<file path="src/hw/mem_pkg.sv">
package mem_pkg;

    // ##################################################################
    // Widths and sizes
    // ##################################################################
    localparam int data_w     = 32;
    localparam int reg_addr_w = 5;
    localparam int ram_words  = 256;
    localparam int ram_addr_w = $clog2(ram_words);  // Word index from address bits 9:2.

    // ##################################################################
    // Load type
    // ##################################################################
    // One-hot. lb sits in bit 0 and lhu in bit 4.
    typedef struct packed {
        logic lhu;
        logic lbu;
        logic lw;
        logic lh;
        logic lb;
    } load_op_t;

    // ##################################################################
    // Stage payloads
    // ##################################################################
    typedef struct packed {
        load_op_t              load_op;
        logic                  res_from_mem;   // Result comes from the RAM.
        logic                  gr_we;
        logic [reg_addr_w-1:0] dest;
        logic [data_w-1:0]     alu_result;     // Also the access address.
        logic [data_w-1:0]     pc;
    } es_to_ms_t;

    typedef struct packed {
        logic                  gr_we;
        logic [reg_addr_w-1:0] dest;
        logic [data_w-1:0]     final_result;
        logic [data_w-1:0]     pc;
    } ms_to_ws_t;

    // Forwarding record towards decode.
    typedef struct packed {
        logic                  valid;
        logic [reg_addr_w-1:0] dest;
        logic [data_w-1:0]     result;
    } fwd_t;

    // Store side of a request, already aligned by execute.
    typedef struct packed {
        logic [3:0]        wstrb;
        logic [data_w-1:0] wdata;
    } mem_req_t;

endpackage

</file>
<file path="src/hw/stage_slot.sv">
`timescale 1ns/1ps

module stage_slot #(
    parameter type payload_t = logic
) (
    input  logic     clk,
    input  logic     reset,
    input  logic     in_valid,
    input  payload_t in_data,
    output logic     allowin,
    input  logic     ready_go,
    input  logic     out_allowin,
    output logic     out_valid,
    output payload_t data
);

    logic valid;

    // Take a new item when empty or when the current one leaves.
    assign allowin   = !valid || (ready_go && out_allowin);
    assign out_valid = valid && ready_go;

    always_ff @(posedge clk) begin
        if (reset) begin
            valid <= 1'b0;
        end else if (allowin) begin
            valid <= in_valid;
        end
    end

    always_ff @(posedge clk) begin
        if (in_valid && allowin) begin
            data <= in_data;
        end
    end

endmodule

</file>
<file path="src/hw/load_align.sv">
`timescale 1ns/1ps

module load_align (
    input  mem_pkg::load_op_t load_op,
    input  logic [1:0]        byte_off,
    input  logic [31:0]       rdata,
    output logic [31:0]       value
);

    logic [3:0]  lane;      // One-hot byte lane.
    logic [7:0]  byte_sel;
    logic [15:0] half_sel;
    logic [31:0] lb_val;
    logic [31:0] lbu_val;
    logic [31:0] lh_val;
    logic [31:0] lhu_val;

    always_comb begin
        lane           = 4'b0000;
        lane[byte_off] = 1'b1;
    end

    assign byte_sel = ({8{lane[0]}} & rdata[7:0])
                    | ({8{lane[1]}} & rdata[15:8])
                    | ({8{lane[2]}} & rdata[23:16])
                    | ({8{lane[3]}} & rdata[31:24]);

    // Halfwords only look at bit 1 of the offset.
    assign half_sel = byte_off[1] ? rdata[31:16] : rdata[15:0];

    assign lb_val  = {{24{byte_sel[7]}}, byte_sel};
    assign lbu_val = {24'b0, byte_sel};
    assign lh_val  = {{16{half_sel[15]}}, half_sel};
    assign lhu_val = {16'b0, half_sel};

    assign value = ({32{load_op.lb}}  & lb_val)
                 | ({32{load_op.lh}}  & lh_val)
                 | ({32{load_op.lw}}  & rdata)
                 | ({32{load_op.lbu}} & lbu_val)
                 | ({32{load_op.lhu}} & lhu_val);

endmodule

</file>
<file path="src/hw/mem_stage.sv">
`timescale 1ns/1ps

module mem_stage (
    input  logic               clk,
    input  logic               reset,
    input  logic               es_valid,
    input  mem_pkg::es_to_ms_t es_bus,
    output logic               ms_allowin,
    input  logic               ws_allowin,
    output logic               ms_to_ws_valid,
    output mem_pkg::ms_to_ws_t ms_to_ws_bus,
    output mem_pkg::fwd_t      ms_fwd,
    input  logic [31:0]        rdata
);

    import mem_pkg::*;

    es_to_ms_t         ms_bus;
    logic [data_w-1:0] mem_result;
    logic [data_w-1:0] final_result;

    // ##################################################################
    // Holding slot
    // ##################################################################
    // The RAM answers in one fixed cycle, so the stage never waits.
    stage_slot #(
        .payload_t(es_to_ms_t)
    ) ms_slot_inst (
        .clk         (clk),
        .reset       (reset),
        .in_valid    (es_valid),
        .in_data     (es_bus),
        .allowin     (ms_allowin),
        .ready_go    (1'b1),
        .out_allowin (ws_allowin),
        .out_valid   (ms_to_ws_valid),
        .data        (ms_bus)
    );

    // ##################################################################
    // Result select
    // ##################################################################
    load_align ms_align_inst (
        .load_op  (ms_bus.load_op),
        .byte_off (ms_bus.alu_result[1:0]),
        .rdata    (rdata),
        .value    (mem_result)
    );

    assign final_result = ms_bus.res_from_mem ? mem_result : ms_bus.alu_result;

    always_comb begin
        ms_to_ws_bus.gr_we        = ms_bus.gr_we;
        ms_to_ws_bus.dest         = ms_bus.dest;
        ms_to_ws_bus.final_result = final_result;
        ms_to_ws_bus.pc           = ms_bus.pc;
    end

    // Forward bus for decode.
    always_comb begin
        ms_fwd.valid  = ms_to_ws_valid && ms_bus.gr_we;
        ms_fwd.dest   = ms_bus.dest;
        ms_fwd.result = final_result;
    end

endmodule

</file>
<file path="config.mk">
export PLATFORM = sky130hd
export DESIGN_NAME = mem_stage
export DESIGN_NICKNAME = d
export VERILOG_FILES = /design/src/hw/mem_pkg.sv /design/src/hw/stage_slot.sv /design/src/hw/load_align.sv /design/src/hw/mem_stage.sv
export SDC_FILE = /design/constraint.sdc
export NUM_CORES = 1
export LEC_CHECK = 0
export BUFFER_PORTS_ARGS = -buffer_cell sky130_fd_sc_hd__buf_2
export CELL_PAD_IN_SITES_DETAIL_PLACEMENT = 0
export CELL_PAD_IN_SITES_GLOBAL_PLACEMENT = 1
export CORE_MARGIN = 3
export CORE_UTILIZATION = 34
export CTS_CLUSTER_DIAMETER = 120
export DETAILED_ROUTE_END_ITERATION = 8
export PLACE_DENSITY = 0.93
export SLEW_MARGIN = 40
export SYNTH_ARGS = -nofsm -noshare
export SYNTH_HDL_FRONTEND = slang
export SYNTH_SLANG_ARGS = --single-unit
</file>
<file path="constraint.sdc">
create_clock -name clk -period 5.7 [get_ports clk]
set_clock_uncertainty 0.2 [all_clocks]
set_input_delay 1.14 -clock clk [delete_from_list [all_inputs] [get_ports clk]]
set_output_delay 1.14 -clock clk [all_outputs]
set_load 0.02 [all_outputs]
</file>
==> reports/qor.csv <==
metric,value,unit
layout cells sized above 1,0.539,
Synthesized Nets,409,
Final #Nets,558,
Vias/cell,4.51,
DRC viols,0,
Syn. warnings,0,
RSZ-0062 raised after global routing,false,
worst path arrival time,3.02,ns
P per Cell Area,299,mW/mm2
gpl congestion,0.732,
initial antenna violation count,3,
via count,2654,
Max Fclk,229,MHz
Core Box Area,0.0104,mm2
met3 Use GR,0.0734,
post-synthesis cell type count,31,
fin cells,588,
first-pass GRT wire length,14100,um
total CTS buffers,9,
Final ANT Viol Nets,0,
Synth top cells by count,"76 x edfxtp_1, 75 x buf_4, 36 x nor2_1, 24 x a21oi_1, 20 x nand2_1",
Crit Path Max Fanout,17,
minimum clock period,4.36,ns
DR pass1 iterations,4,
area grow syn2layout,24.2,%
sequential cell area fraction in the yosys report,0.628,
worst min path class,register to register,
r2r setup slk,3.96,ns
top post-synthesis cells by area,"edfxtp_1 62%, buf_4 15%, nor2_1 3.7%",
final core utilization,0.437,
WP data required,4.36,ns
vias in the first global route,2693,
design area,0.00455,mm2
Slew headroom,0.495,
Seq cells post-synth,77,
Clock transition at path regs,0.07,ns
Skew-Pair Late Insertion Delay,0.35,ns
DIE WIDTH,110,um
I/O pin cnt,222,
detailed router's first-iteration violation count,127,
GRT busiest layer,met2,
IO Port Bufs,221,
grt met2 use,0.261,
Worst Hold End,ms_slot_inst.valid,
Hold Crit Depth,2,
Synth top area share,0.623,
startpoint class of the critical path,input pin,
# hold bufs at CTS,0,
placed cells,571,
gr ovfl total,0,
number of setup buffers added after CTS,0,
GRT Util Overall,0.162,
worst r2r path cells,3,
final hold vios,0,
"Primary FF master, synth",edfxtp_1,
met1 Use GR,0.182,
largest net degree at the start of global routing,41,
Routed Wire Length,9860,um
Max rail drop VDD,0.179,mV
Critical R2R Capture,ms_slot_inst.data[11],
cell count after synthesis,297,
Worst-Margin Slew,0.758,ns
average size of a mapped cell,12.3,um2
final setup violation count,0,
Filler cells,1032,
Post-Syn Area,0.00367,mm2
initial cell density of the core,0.352,
crit end category,output pin,
CTS tree,done,
Static Leakage,2.01,nW
clk buf depth,2,
crit path from,rdata[31],
Post-DP Area,0.00436,mm2
Async SR Flop Fraction,0,
clk sinks,77,
# rows,37,
largest area contributor in the netlist,edfxtp_1,
Max Slew Vio Count,0,
Max-Cap Viols,0,
crit share post-route,0.765,
drt wl/cell,16.8,um
worst flop-to-flop path startpoint,ms_slot_inst.valid,
htree depth,3,
hold_sp,ms_slot_inst.valid,
full die area,0.0121,mm2
die span in y,110,um
CP Class,input pin to output pin,
Detailed Place HPWL,7640,um
post-CTS sizing,0,
setup TNS,0,ns
most frequent cell after synthesis,edfxtp_1,
Root Driver,clkbuf_8,
outcome,completed,
number of flops mapped to enable cells by yosys,76,
-- routing by layer --
metal | wire [um] | share of wire
met1 | 3600 | 0.37
met2 | 4760 | 0.48
met3 | 1270 | 0.13
met4 | 200 | 0.020
met5 | 34 | 0.0034
-- through the flow --
| step | setup WS [ns] | total power, mW | hold WS [ns] |
|---|---|---|---|
| floorplan | 1.70 | 0.898 | 0.537 |
| global placement | 1.37 | 0.964 | 0.316 |
| detailed placement | 1.32 | 0.971 | 0.342 |
| CTS | 1.32 | 1.38 | 0.357 |
| global route | 1.25 | 1.43 | 0.415 |
| finish | 1.34 | 1.36 | 0.351 |
-- report_power, final --
part           total (mW)  switching, mW  internal, mW
combinational       0.276          0.179        0.0969
clock               0.407          0.206         0.202
sequential          0.677         0.0156         0.661
-- how the worst max path moves through the flow --
stage / to / cells after the start
2_1_floorplan: ms_to_ws_bus[52] / 6
3_3_place_gp: ms_fwd[24] / 6
3_5_place_dp: ms_fwd[15] / 6
4_1_cts: ms_fwd[15] / 6
5_1_grt: ms_to_ws_bus[56] / 6
6_report: ms_to_ws_bus[56] / 6
-- worst max-delay path, cell delays in order --
cell and delay [ns]:
buf_2 0.12, mux4_2 0.51, a21oi_4 0.29, a21boi_4 0.54
a21oi_1 0.20, buf_2 0.21
-- logic make-up (layout without fill, tap and decap cells) --
logic type             Yosys count  count (layout)  share of synthesized area
buffers and inverters           89             243                      0.170
DFF                             77              77                      0.628
and+or+nand+nor                 65              65                     0.0717
AOI/OAI and AO/OA               57              57                      0.102
muxes                            9               9                     0.0283
other                            0               1                          0
-- registers in the layout, summed over array words and instances (netlist names) --
register            flops
ms_slot_inst.data      76
ms_slot_inst.valid      1
-- cell usage in the layout, fill, tap and decap left out, types with 2 or more instances in the layout --
| master | count |
|---|---|
| a21oi_1 | 24 |
| a221oi_1 | 6 |
| a22oi_1 | 8 |
| buf_2 | 221 |
| clkbuf_8 | 9 |
| clkinv_2 | 2 |
| edfxtp_1 | 76 |
| inv_1 | 4 |
| mux2i_1 | 7 |
| nand2_1 | 20 |
| nand3_1 | 2 |
| nor2_1 | 36 |
| nor2b_1 | 2 |
| o21ai_0 | 8 |
| o21ai_1 | 2 |
| o221ai_1 | 2 |
-- final cells by class --
| cell class | instances | area (um2) | share of cell area |
|---|---|---|---|
| multi-input cells | 131 | 742 | 0.163 |
| diodes | 1 | 2.50 | 0.000549 |
| repair buffers | 223 | 1130 | 0.249 |
| inverters | 4 | 15.0 | 0.00330 |
| well taps | 136 | 170 | 0.0374 |
| clock buffers | 10 | 128 | 0.0280 |
| clock inverters | 6 | 61.3 | 0.0135 |
| flip-flops and latches | 77 | 2300 | 0.505 |
No activity file was read; power rests on OpenSTA's default activity.
