**src/hw/mem_pkg.sv**
```systemverilog
package mem_pkg;

    // ##################################################################
    // Widths and sizes
    // ##################################################################
    localparam int data_w     = 32;
    localparam int reg_addr_w = 5;
    localparam int ram_words  = 256;
    localparam int ram_addr_w = $clog2(ram_words);  // Word index from address bits 9:2.

    // ##################################################################
    // Load type
    // ##################################################################
    // One-hot. lb sits in bit 0 and lhu in bit 4.
    typedef struct packed {
        logic lhu;
        logic lbu;
        logic lw;
        logic lh;
        logic lb;
    } load_op_t;

    // ##################################################################
    // Stage payloads
    // ##################################################################
    typedef struct packed {
        load_op_t              load_op;
        logic                  res_from_mem;   // Result comes from the RAM.
        logic                  gr_we;
        logic [reg_addr_w-1:0] dest;
        logic [data_w-1:0]     alu_result;     // Also the access address.
        logic [data_w-1:0]     pc;
    } es_to_ms_t;

    typedef struct packed {
        logic                  gr_we;
        logic [reg_addr_w-1:0] dest;
        logic [data_w-1:0]     final_result;
        logic [data_w-1:0]     pc;
    } ms_to_ws_t;

    // Forwarding record towards decode.
    typedef struct packed {
        logic                  valid;
        logic [reg_addr_w-1:0] dest;
        logic [data_w-1:0]     result;
    } fwd_t;

    // Store side of a request, already aligned by execute.
    typedef struct packed {
        logic [3:0]        wstrb;
        logic [data_w-1:0] wdata;
    } mem_req_t;

endpackage

```
**src/hw/stage_slot.sv**
```systemverilog
`timescale 1ns/1ps

module stage_slot #(
    parameter type payload_t = logic
) (
    input  logic     clk,
    input  logic     reset,
    input  logic     in_valid,
    input  payload_t in_data,
    output logic     allowin,
    input  logic     ready_go,
    input  logic     out_allowin,
    output logic     out_valid,
    output payload_t data
);

    logic valid;

    // Take a new item when empty or when the current one leaves.
    assign allowin   = !valid || (ready_go && out_allowin);
    assign out_valid = valid && ready_go;

    always_ff @(posedge clk) begin
        if (reset) begin
            valid <= 1'b0;
        end else if (allowin) begin
            valid <= in_valid;
        end
    end

    always_ff @(posedge clk) begin
        if (in_valid && allowin) begin
            data <= in_data;
        end
    end

endmodule

```
**src/hw/wb_stage.sv**
```systemverilog
`timescale 1ns/1ps

module wb_stage (
    input  logic               clk,
    input  logic               reset,
    input  logic               ms_to_ws_valid,
    input  mem_pkg::ms_to_ws_t ms_to_ws_bus,
    output logic               ws_allowin,
    input  logic               retire_ready,
    output logic               retire_valid,
    output mem_pkg::ms_to_ws_t retire,
    output mem_pkg::fwd_t      ws_fwd
);

    import mem_pkg::*;

    stage_slot #(
        .payload_t(ms_to_ws_t)
    ) ws_slot_inst (
        .clk         (clk),
        .reset       (reset),
        .in_valid    (ms_to_ws_valid),
        .in_data     (ms_to_ws_bus),
        .allowin     (ws_allowin),
        .ready_go    (1'b1),
        .out_allowin (retire_ready),   // Trace sink can stall us.
        .out_valid   (retire_valid),
        .data        (retire)
    );

    always_comb begin
        ws_fwd.valid  = retire_valid && retire.gr_we;
        ws_fwd.dest   = retire.dest;
        ws_fwd.result = retire.final_result;
    end

endmodule

```
**config.mk**
```make
export PLATFORM = sky130hd
export DESIGN_NAME = wb_stage
export DESIGN_NICKNAME = d
export VERILOG_FILES = /design/src/hw/mem_pkg.sv /design/src/hw/stage_slot.sv /design/src/hw/wb_stage.sv
export SDC_FILE = /design/constraint.sdc
export NUM_CORES = 1
export LEC_CHECK = 0
export BUFFER_PORTS_ARGS = -buffer_cell sky130_fd_sc_hd__clkbuf_2
export CAP_MARGIN = 20
export CELL_PAD_IN_SITES_DETAIL_PLACEMENT = 2
export CELL_PAD_IN_SITES_GLOBAL_PLACEMENT = 2
export CORE_ASPECT_RATIO = 1.5
export CORE_MARGIN = 5
export CORE_UTILIZATION = 24
export DETAILED_ROUTE_END_ITERATION = 10
export GPL_ROUTABILITY_DRIVEN = 1
export PLACE_DENSITY = 0.89
export SLEW_MARGIN = 20
export SYNTH_ARGS = -nofsm -noshare
export SYNTH_HDL_FRONTEND = slang
export SYNTH_SLANG_ARGS = --single-unit
```
**constraint.sdc**
```tcl
create_clock -name clk -period 1.7 [get_ports clk]
set_input_delay 0.17 -clock clk [delete_from_list [all_inputs] [get_ports clk]]
set_output_delay 0.17 -clock clk [all_outputs]
set_load 0.01 [all_outputs]
```
==> metrics, run 1 <==
core area=about 0.01 mm^2; Slowest cell on crit path=dfxtp_1; Reg2Reg Depth=3; Mapped Nets=~190; CTS buffer count=9; Resize count post-CTS=0; TritonCTS clock tree=built; post-synthesis async set-or-reset flop share=0%; largest net degree at the start of global routing=49; die width=92.4 um; Cell variety after synth=8; GRT Overall Usage=between 10% and 20%; top cells by area, synth=edfxtp_1 (86%), buf_4 (11%), dfxtp_1 (0.82%), nand2b_4 (0.56%), a21oi_2 (0.36%); Avg WL per Cell=between 15 and 20 um; FILL cells=1,102; Slew @ Worst Pin=roughly 0.28 ns; Psw=between 800 and 900 uW; die area=roughly 0.012 mm^2; clk slew on worst S/H paths=~0.05 ns; Hold-fix buffers, CTS=0; number of synthesized flops with an enable pin=70; Hold Vio Cnt, Final=0; initial antenna violation count=0; RSZ-0062 raised after global routing=no; CTS sink cnt=between 70 and 80; Crit Reg-Reg Startpoint=ws_slot_inst.valid$_SDFFE_PP0P_; Yosys top cell area share=approximately 86%; GRT Residual Overflow=0; maxcap violations=0; DRT iter0 DRCs=86; Nets=roughly 350; Pint=between 3000 and 4000 uW; final wirelength=6.99 mm; DP HPWL=~5.8 mm; worst hold path type=in2reg; Largest delay share family, worst path=flip-flops; Synth Cell Area=about 0.0024 mm^2; Gate power share=between 8 and 9%; GP Congestion=roughly 0.74; Sw Ratio=21.0%; most common cell in the netlist=edfxtp_1; Die H=roughly 130 um; clock power share=41.4%; register share of total power=between 40% and 50%; Tcrit/Tclk final=a little over two thirds; synthesis-stage register bit count=approximately 70; num rows=between 40 and 50; Worst Hold Depth=2; Max Fclk=0.835 GHz; area grow syn2layout=44.7%; vias in the first global route=about 1,800; status=completed; antenna-violating nets left=0; min-delay src=reset; kind of critical path=reg2reg; CP max stage delay=between 0.3 and 0.4 ns; io pins=approximately 180; Syn. warnings=0; Final TNS setup=0 ns; Root Driver=clkbuf_16; Buf/Inv on CP=1; crit end category=register; fraction of layout cells with a size suffix above 1=between 70% and 80%; Tmin final=1.20 ns; area leader, netlist=edfxtp_1; drc violations=0; vias per cell=roughly 3.9; Required @ worst endpoint=~1.7 ns; Worst-Skew Late Latency=0.32 ns; Seq/Total Area, Yosys=between 80% and 90%; Worst setup SP type=register; Buffers on Ports=between 150 and 200; Vias=around 1,500; CP arrival=~1.2 ns; first-pass GRT wire length=slightly above 10 mm; Starting Density=between 20% and 30%; diodes inserted=0; r2r setup slk=roughly 0.50 ns; fin. max-slew vios=0; Pwr Density=between 1000 and 1500 mW/mm^2; Synth Area per Inst=21.6 um^2; Setup Viol. Count Final=0; headroom to the max-slew limit=81.5%; most frequent cells after synthesis=edfxtp_1 (70), buf_4 (37); Post-synth top flop=edfxtp_1; VDD IR max=about 0.57 mV; Worst R2R End=ws_slot_inst.data[50]$_DFFE_PP_; placed instance count=378; Layout Skew=about 0.004 ns; worst path cell trace=nand2b_4 -> and2_4 -> buf_4; Leakage=0.00162 uW; CTS H-tree depth=3; Power Total=about 4200 uW; Post-Layout Cell Count=between 300 and 400; post-CTS setup buffers=0; Syn Inst Count=113; DR pass1 iterations=4; Worst Hold End=ws_slot_inst.valid$_SDFFE_PP0P_; Max FO, Critical Path=22; number of buffers on the longest clock path=2
[layer usage]
metal	global-route usage [%]	part of all wire, %	up-vias
met2	20.3	56	96
met3	5.25	11	4
met5	0	0	-
met4	4.71	0.63	0
li1	-	-	696
met1	11.2	33	734
[layout make-up]
| type | instances | area (um^2) | share of cell area, % |
|---|---|---|---|
| Clock buffer | 10 | 229 | 6.48 |
| Clock inverter | 6 | 51.3 | 1.45 |
| Inverter | 1 | 3.75 | 0.106 |
| Multi-Input combinational cell | 4 | 38.8 | 1.10 |
| Sequential cell | 71 | 2120 | 60.0 |
| Tap cell | 117 | 146 | 4.14 |
| Timing Repair Buffer | 185 | 943 | 26.7 |
[how the worst max path moves through the flow]
stage               cells past startpoint                            start                         endpoint
floorplan                               2  ws_slot_inst.valid$_SDFFE_PP0P_   ws_slot_inst.data[0]$_DFFE_PP_
global placement                        3  ws_slot_inst.valid$_SDFFE_PP0P_  ws_slot_inst.data[60]$_DFFE_PP_
detailed placement                      3  ws_slot_inst.valid$_SDFFE_PP0P_  ws_slot_inst.data[42]$_DFFE_PP_
CTS                                     3  ws_slot_inst.valid$_SDFFE_PP0P_  ws_slot_inst.data[62]$_DFFE_PP_
global route                            3  ws_slot_inst.valid$_SDFFE_PP0P_  ws_slot_inst.data[50]$_DFFE_PP_
finish                                  3  ws_slot_inst.valid$_SDFFE_PP0P_  ws_slot_inst.data[50]$_DFFE_PP_
[registers in the layout (all words and copies together) (netlist names)]
register,count
ws_slot_inst.valid,1
ws_slot_inst.data,70
[kinds of logic after synthesis]
group / count (synthesis) / synth area share [%]
AND/OR/NAND/NOR: 3 / 1.23
buffers and inverters: 38 / 11.5
flip-flops: 71 / 86.9
AO/OA/AOI/OAI: 1 / 0.359
[cell usage in the layout (no fill, tap or decap), drive strengths merged]
master	synthesis	layout
a21oi	1	1
and2	2	2
buf	37	2
bufinv	0	1
clkbuf	0	193
clkinv	0	5
dfxtp	1	1
edfxtp	70	70
inv	1	1
nand2b	1	1
[per-stage QoR]
stage	utilization [%]	setup slack, ns	hold WS [ns]	instance area (um^2)
5_1_grt	35.3	0.441	0.000800	3530
6_report	35.3	0.502	0.0178	3530
2_1_floorplan	-	0.272	0.232	2440
4_1_cts	35.3	0.479	0.00288	3530
3_5_place_dp	32.5	0.484	0.346	3250
3_3_place_gp	32.5	0.528	0.335	3250
[power groups by stage]
stage               clock network, uW  registers [uW]  logic [uW]
finish                           1750            2090         377
global route                     1910            2100         408
CTS                              1810            2100         389
detailed placement                  0            2130         388
global placement                    0            2120         374
floorplan                           0            2180         133
No activity file was read; power rests on OpenSTA's default activity.
==> inputs of run 2 (changes only) <==
ABC_AREA = 1   (was unset)
CORE_UTILIZATION = 22   (was 24)
PLACE_DENSITY = 0.86   (was 0.89)
clock period = 1 ns   (was 1.7 ns; I/O delays follow)
==> run 2 against run 1 <==
Compared with the run above:
- the flow now finishes with violations (setup timing)
- via count rose by 22%
- clock skew increased by 0.0019 ns
- flip-flop and latch count is the same
- worst setup slack got worse by 0.62 ns
- critical path depth stayed put
- hold slack improved by 0.18 ns
- sequential power increased by 71%
- combinational power rose to 2.6 times the previous value
- area after synthesis fell by 0.31%
- cell count is 28% higher
- largest cell class unchanged
- largest power group unchanged
- highest routed layer unchanged
==> metrics, run 2 <==
Worst Hold Depth=4 (+2); Gate power share=13.0% (+4.1 points); headroom to the max-slew limit=90.5% (+9.0 points); largest family of logic cells by synthesized area=buffers and inverters; Yosys top cell area share=86.3% (+0.27 points); Vias=1,874 (+22%); Syn Inst Count=115 (+1.8%); Cell variety after synth=8 (unchanged); Root Driver=clkbuf_16; Layout Skew=0.00579 ns (+0.00187 ns); DR pass1 iterations=4 (unchanged); Buffers on Ports=183 (unchanged); Final WS setup=-0.118 ns (-0.620 ns); Worst-Skew Late Latency=0.32 ns (about the same); number of buffers on the longest clock path=2 (unchanged); Hold Slack=0.200 ns (+0.182 ns); Synth Area in XOR/XNOR=0% (unchanged); Syn. warnings=0 (unchanged); clk slew on worst S/H paths=0.05 ns (about the same); synthesis-stage register bit count=71 (unchanged); vias per cell=3.71 (-4.4%); area grow syn2layout=83.1%; fin. max-slew vios=0 (unchanged); Largest regs=ws_slot_inst.data (70), ws_slot_inst.valid (1); die width=95.9 um (+3.8%); CP arrival=1.15 ns (-0.04 ns); top cells by area, synth=edfxtp_1 (86%), buf_4 (11%), dfxtp_1 (0.82%), inv_1 (0.46%), a21oi_2 (0.36%); Psw=1680 uW (+89%); antenna-violating nets left=0 (unchanged); CTS H-tree depth=3 (unchanged); Synth Area in Simple Gates=0.411% (-0.82 points); Synth Area per Inst=21.2 um^2 (-2.0%); Hold Vio Cnt, Final=0 (unchanged); Sw Ratio=22.1% (+1.0 points); design area=0.00446 mm^2 (+26%); mux cell area share after synthesis=0% (unchanged); GRT Overall Usage=13.3% (+1.9 points); CTS buffer count=9 (unchanged); Largest Register=ws_slot_inst.data; Die H=139 um (+4.0%); Max Fclk=0.894 GHz (+7.1%); multi-input logic area=42.5 um^2 (+9.7%); Nets=427 (+23%); drc violations=0 (unchanged); Util after Layout=40.8% (+5.5 points); Worst setup SP type=register; final wirelength=9.18 mm (+31%); failing checks=setup timing; Synth Area in Compound Gates=0.565% (+0.21 points); first-pass GRT wire length=12.8 mm (+26%); most frequent cells in the layout=clkbuf_2 (176), dlygate4sd3_1 (71), edfxtp_1 (70); most frequent cells after synthesis=edfxtp_1 (70), buf_4 (37), inv_1 (3); fraction of layout cells with a size suffix above 1=59.2% (-13 points); most common cell in the netlist=edfxtp_1; Pint=5920 uW (+78%); worst hold path type=in2reg; GRT Residual Overflow=0 (unchanged); diodes inserted=0 (unchanged); Seq/Total Area, Yosys=87.2% (+0.27 points); CTS sink cnt=71 (unchanged); Register Area=0.00212 mm^2 (about the same); Max FO, Critical Path=16 (-27%); Synth Cell Area=0.00243 mm^2 (-0.31%); FILL cells=1,138 (+3.3%); Tcrit/Tclk final=112% (+41 points); placed cell area=0.00333 mm^2 (+2.4%); TritonCTS clock tree=built; Power Total=7600 uW (+80%); commonest non-fill, non-tap cell in the layout=clkbuf_2; Slew @ Worst Pin=0.143 ns (-0.134 ns); num rows=47 (+4.4%); RSZ-0062 raised after global routing=yes; vias in the first global route=2,166 (+22%); crit end category=register; status=complete, but fails checks; VDD IR max=0.774 mV (+35%); core area=0.0109 mm^2 (+9.1%); area leader, netlist=edfxtp_1; register share of total power=46.9% (-2.7 points); Post-synth top flop=edfxtp_1; largest net degree at the start of global routing=39 (-20%); DRT iter0 DRCs=36 (-58%); Starting Density=22.3% (-2.1 points); Avg WL per Cell=18.2 um (+2.5%); DP HPWL=6.04 mm (+3.5%); initial antenna violation count=0 (unchanged); number of synthesized flops with an enable pin=70 (unchanged); post-synthesis async set-or-reset flop share=0% (unchanged); kind of critical path=reg2reg; maxcap violations=0 (unchanged); Setup Viol. Count Final=77 (+77); GP Congestion=0.718 (-2.9%); Synth Area in Adders=0% (unchanged); die area=0.0133 mm^2 (+7.9%); Tmin final=1.12 ns (-0.0797 ns); Leakage=0.00200 uW (+24%); Pwr Density=1700 mW/mm^2 (+43%); clock power share=40.1% (-1.3 points); Reg2Reg Depth=3 (unchanged); Final TNS setup=-7.21 ns (-7.21 ns); max FFs per register=70 (unchanged); Required @ worst endpoint=1.03 ns (-0.67 ns); io pins=184 (unchanged); Mapped Nets=189 (+1.1%)
run 2: changes by cell type after synthesis:
| cell | delta |
|---|---|
| inv_1 | +2 |
| a21oi_1 | +1 |
| and2_2 | -1 |
| and2_4 | -1 |
| nand2_1 | +1 |
| nand2_2 | +1 |
| nand2b_4 | -1 |
run 2: worst paths after layout:
path	from	to	slack, ns
hold reg to reg	ws_slot_inst.valid$_SDFFE_PP0P_	ws_slot_inst.valid$_SDFFE_PP0P_	0.72
setup / recovery	ws_slot_inst.valid$_SDFFE_PP0P_	ws_slot_inst.data[29]$_DFFE_PP_	-0.12
hold / removal	ms_to_ws_valid	ws_slot_inst.valid$_SDFFE_PP0P_	0.20
setup reg to reg	ws_slot_inst.valid$_SDFFE_PP0P_	ws_slot_inst.data[29]$_DFFE_PP_	-0.12
run 2: critical path: stages, from the launching register on:
cell       delay (ns)
dfxtp_2          0.33
a21oi_4          0.16
buf_12           0.15
clkbuf_16        0.18
run 2: cell families after synthesis:
group,count (synthesis)
buffers and inverters,40
AO/OA/AOI/OAI,2
AND/OR/NAND/NOR,2
flip-flops,71
run 2: metal layers:
metal	up-vias	track usage, %	wire (um)
met2	93	26.1	5580
li1	858	-	-
met3	13	3.91	582
met4	0	5.77	220
met1	910	11.9	2800
met5	-	0	0
run 2: power by group through the flow:
stage | clock network, uW | registers, uW | logic, uW
2_1_floorplan | 0 | 3710 | 226
3_3_place_gp | 0 | 3600 | 651
3_5_place_dp | 0 | 3620 | 679
4_1_cts | 3150 | 3560 | 919
5_1_grt | 3300 | 3590 | 1050
6_report | 3050 | 3570 | 986
run 2: through the flow:
step	setup slack (ns)	std cells
after floorplan	-0.972	115
after CTS	-0.121	500
after global placement	-0.0772	413
final	-0.118	505
after global routing	-0.142	505
after detailed placement	-0.108	413
run 2: area by class of cell:
type                            instances  share of cell area (%)
Timing Repair Buffer                  264                    40.7
Clock buffer                           11                    5.22
Tap cell                              147                    4.12
Inverter                                3                   0.253
Sequential cell                        71                    47.6
Multi-Input combinational cell          4                   0.954
Clock inverter                          5                    1.09
run 2: timing repair:
action                                  in CTS  in global routing
hold buffers                                71                  0
gates resized for setup                      4                 14
setup buffers                                0                  2
hold endpoints to repair                    71                  0
pin swaps                                    0                  2
gates cloned                                 0                  3
endpoints found under the setup margin      93                133
==> inputs of run 3 (changes only) <==
SKIP_LAST_GASP = 1   (was unset)
==> run 3 against run 2 <==
Compared with the run above:
- the run still ends with setup timing left
- clock power about the same
- sequential share of layout area unchanged
- first-iteration DRC count unchanged
- critical path type unchanged
- largest cell class unchanged
==> metrics, run 3 (synthesized netlist as in run 2, its figures left out) <==
Buffers on Ports=183 (unchanged); VDD IR max=0.774 mV (unchanged); Pwr Density=1700 mW/mm^2 (about the same); fin. max-slew vios=0 (unchanged); fraction of layout cells with a size suffix above 1=59.2% (unchanged); r2r setup slk=-0.12 ns (about the same); GP Congestion=0.718 (unchanged); GRT Residual Overflow=0 (unchanged); RSZ-0062 raised after global routing=yes; failing checks=setup timing; area grow syn2layout=83.1% (unchanged); worst hold path type=in2reg; CP arrival=1.15 ns (about the same); first-pass GRT wire length=12.8 mm (unchanged); maxcap violations=0 (unchanged); Nets=427 (unchanged); Worst Hold End=ws_slot_inst.valid$_SDFFE_PP0P_; core area=0.0109 mm^2 (unchanged); placed instance count=413 (unchanged); final wirelength=9.18 mm (about the same); Layout Skew=0.00579 ns (unchanged); Largest Register=ws_slot_inst.data; TritonCTS clock tree=built; Max FO, Critical Path=16 (unchanged); DRT iter0 DRCs=36 (unchanged); CTS buffer count=9 (unchanged); most frequent cells in the layout=clkbuf_2 (178), dlygate4sd3_1 (71), edfxtp_1 (70); Setup Viol. Count Final=77 (unchanged); die width=95.9 um (unchanged); Worst-Skew Late Latency=0.32 ns (about the same); Starting Density=22.3% (unchanged); vias per cell=3.71 (unchanged); Leakage=0.00200 uW (about the same); antenna-violating nets left=0 (unchanged); Final WS setup=-0.118 ns (-0.0000100 ns); Required @ worst endpoint=1.03 ns (about the same); max FFs per register=70 (unchanged); Largest regs=ws_slot_inst.data (70), ws_slot_inst.valid (1); Root Driver=clkbuf_16; Die H=139 um (unchanged); DP HPWL=6.04 mm (unchanged); headroom to the max-slew limit=90.5% (unchanged); vias in the first global route=2,166 (unchanged); diodes inserted=0 (unchanged); die area=0.0133 mm^2 (unchanged); DR pass1 iterations=4 (unchanged); drc violations=0 (unchanged); GRT Overall Usage=13.3% (unchanged); Slew @ Worst Pin=0.143 ns (unchanged); Crit Reg-Reg Startpoint=ws_slot_inst.valid$_SDFFE_PP0P_; commonest non-fill, non-tap cell in the layout=clkbuf_2; Vias=1,874 (unchanged); Avg WL per Cell=18.2 um (about the same); Tcrit/Tclk final=112% (about the same); initial antenna violation count=0 (unchanged); number of buffers on the longest clock path=2 (unchanged); Worst Hold Depth=4 (unchanged); Max Fclk=0.894 GHz (about the same); Post-Layout Cell Count=505 (unchanged); Worst setup SP type=register; status=complete, but fails checks; Reg2Reg Depth=3 (unchanged); io pins=184 (unchanged); min-delay src=ms_to_ws_valid; Hold Vio Cnt, Final=0 (unchanged); Tmin final=1.12 ns (+0.0000100 ns); Final TNS setup=-7.21 ns (-0.000110 ns); clk slew on worst S/H paths=0.05 ns (about the same); crit end category=register; largest net degree at the start of global routing=39 (unchanged); kind of critical path=reg2reg; Worst R2R End=ws_slot_inst.data[29]$_DFFE_PP_; CTS H-tree depth=3 (unchanged); CTS sink cnt=71 (unchanged); num rows=47 (unchanged)
-- run 3: changes by cell type in the layout (fill, tap and decap cells not counted), sizes merged --
| cell | delta |
|---|---|
| buf | -2 |
| clkbuf | +2 |
-- run 3: timing repair --
item,4_1_cts,5_1_grt
gates cloned,0,3
setup endpoints to repair,93,133
pin swaps,0,2
hold buffers,71,0
buffers inserted,0,2
resized for setup,4,12
hold endpoints to repair,71,0
-- run 3: worst max-delay path by stage --
stage / start / end / slack (ns) / depth (start not counted)
floorplan: ws_slot_inst.valid$_SDFFE_PP0P_ / ws_slot_inst.data[0]$_DFFE_PP_ / -0.97 / 1
global placement: ws_slot_inst.valid$_SDFFE_PP0P_ / ws_slot_inst.data[63]$_DFFE_PP_ / -0.08 / 2
detailed placement: ws_slot_inst.valid$_SDFFE_PP0P_ / ws_slot_inst.data[49]$_DFFE_PP_ / -0.11 / 2
CTS: ws_slot_inst.valid$_SDFFE_PP0P_ / ws_slot_inst.data[59]$_DFFE_PP_ / -0.12 / 2
global route: ws_slot_inst.valid$_SDFFE_PP0P_ / ws_slot_inst.data[59]$_DFFE_PP_ / -0.14 / 3
finish: ws_slot_inst.valid$_SDFFE_PP0P_ / ws_slot_inst.data[29]$_DFFE_PP_ / -0.12 / 3
-- run 3: area by class of cell --
cell class / instances / area [um^2]
fillers: 1138 / 6480
flip-flops and latches: 71 / 2120
repair buffers: 264 / 1820
clock buffers: 11 / 233
well taps: 147 / 184
clock inverters: 5 / 48.8
multi-input cells: 4 / 42.5
inverters: 3 / 11.3
-- run 3: per-stage QoR --
stage	setup slack, ns	util, %	hold slack [ns]	cell area [um^2]	power [uW]
global placement	-0.0772	30.5	0.254	3330	4260
CTS	-0.121	39.7	0.146	4340	7630
floorplan	-0.972	-	0.155	2450	3930
global route	-0.142	40.8	0.225	4460	7940
finish	-0.118	40.8	0.200	4460	7600
detailed placement	-0.108	30.5	0.265	3330	4300
-- run 3: power by group --
group          switching, uW  internal, uW
logic                    456           529
clock network           1140          1910
registers               81.2          3490
-- run 3: metal layers --
layer	vias to the layer above	part of all wire (%)	track usage, %
met5	-	0	0
met4	0	2.4	5.77
met3	13	6.1	3.91
met2	93	61	26.1
met1	910	31	11.9
li1	858	-	-
-- run 3: worst max-delay path: stages, from the launching register on --
cell and delay (ns):
dfxtp_2 0.33, a21oi_4 0.16, buf_12 0.15, clkbuf_16 0.18
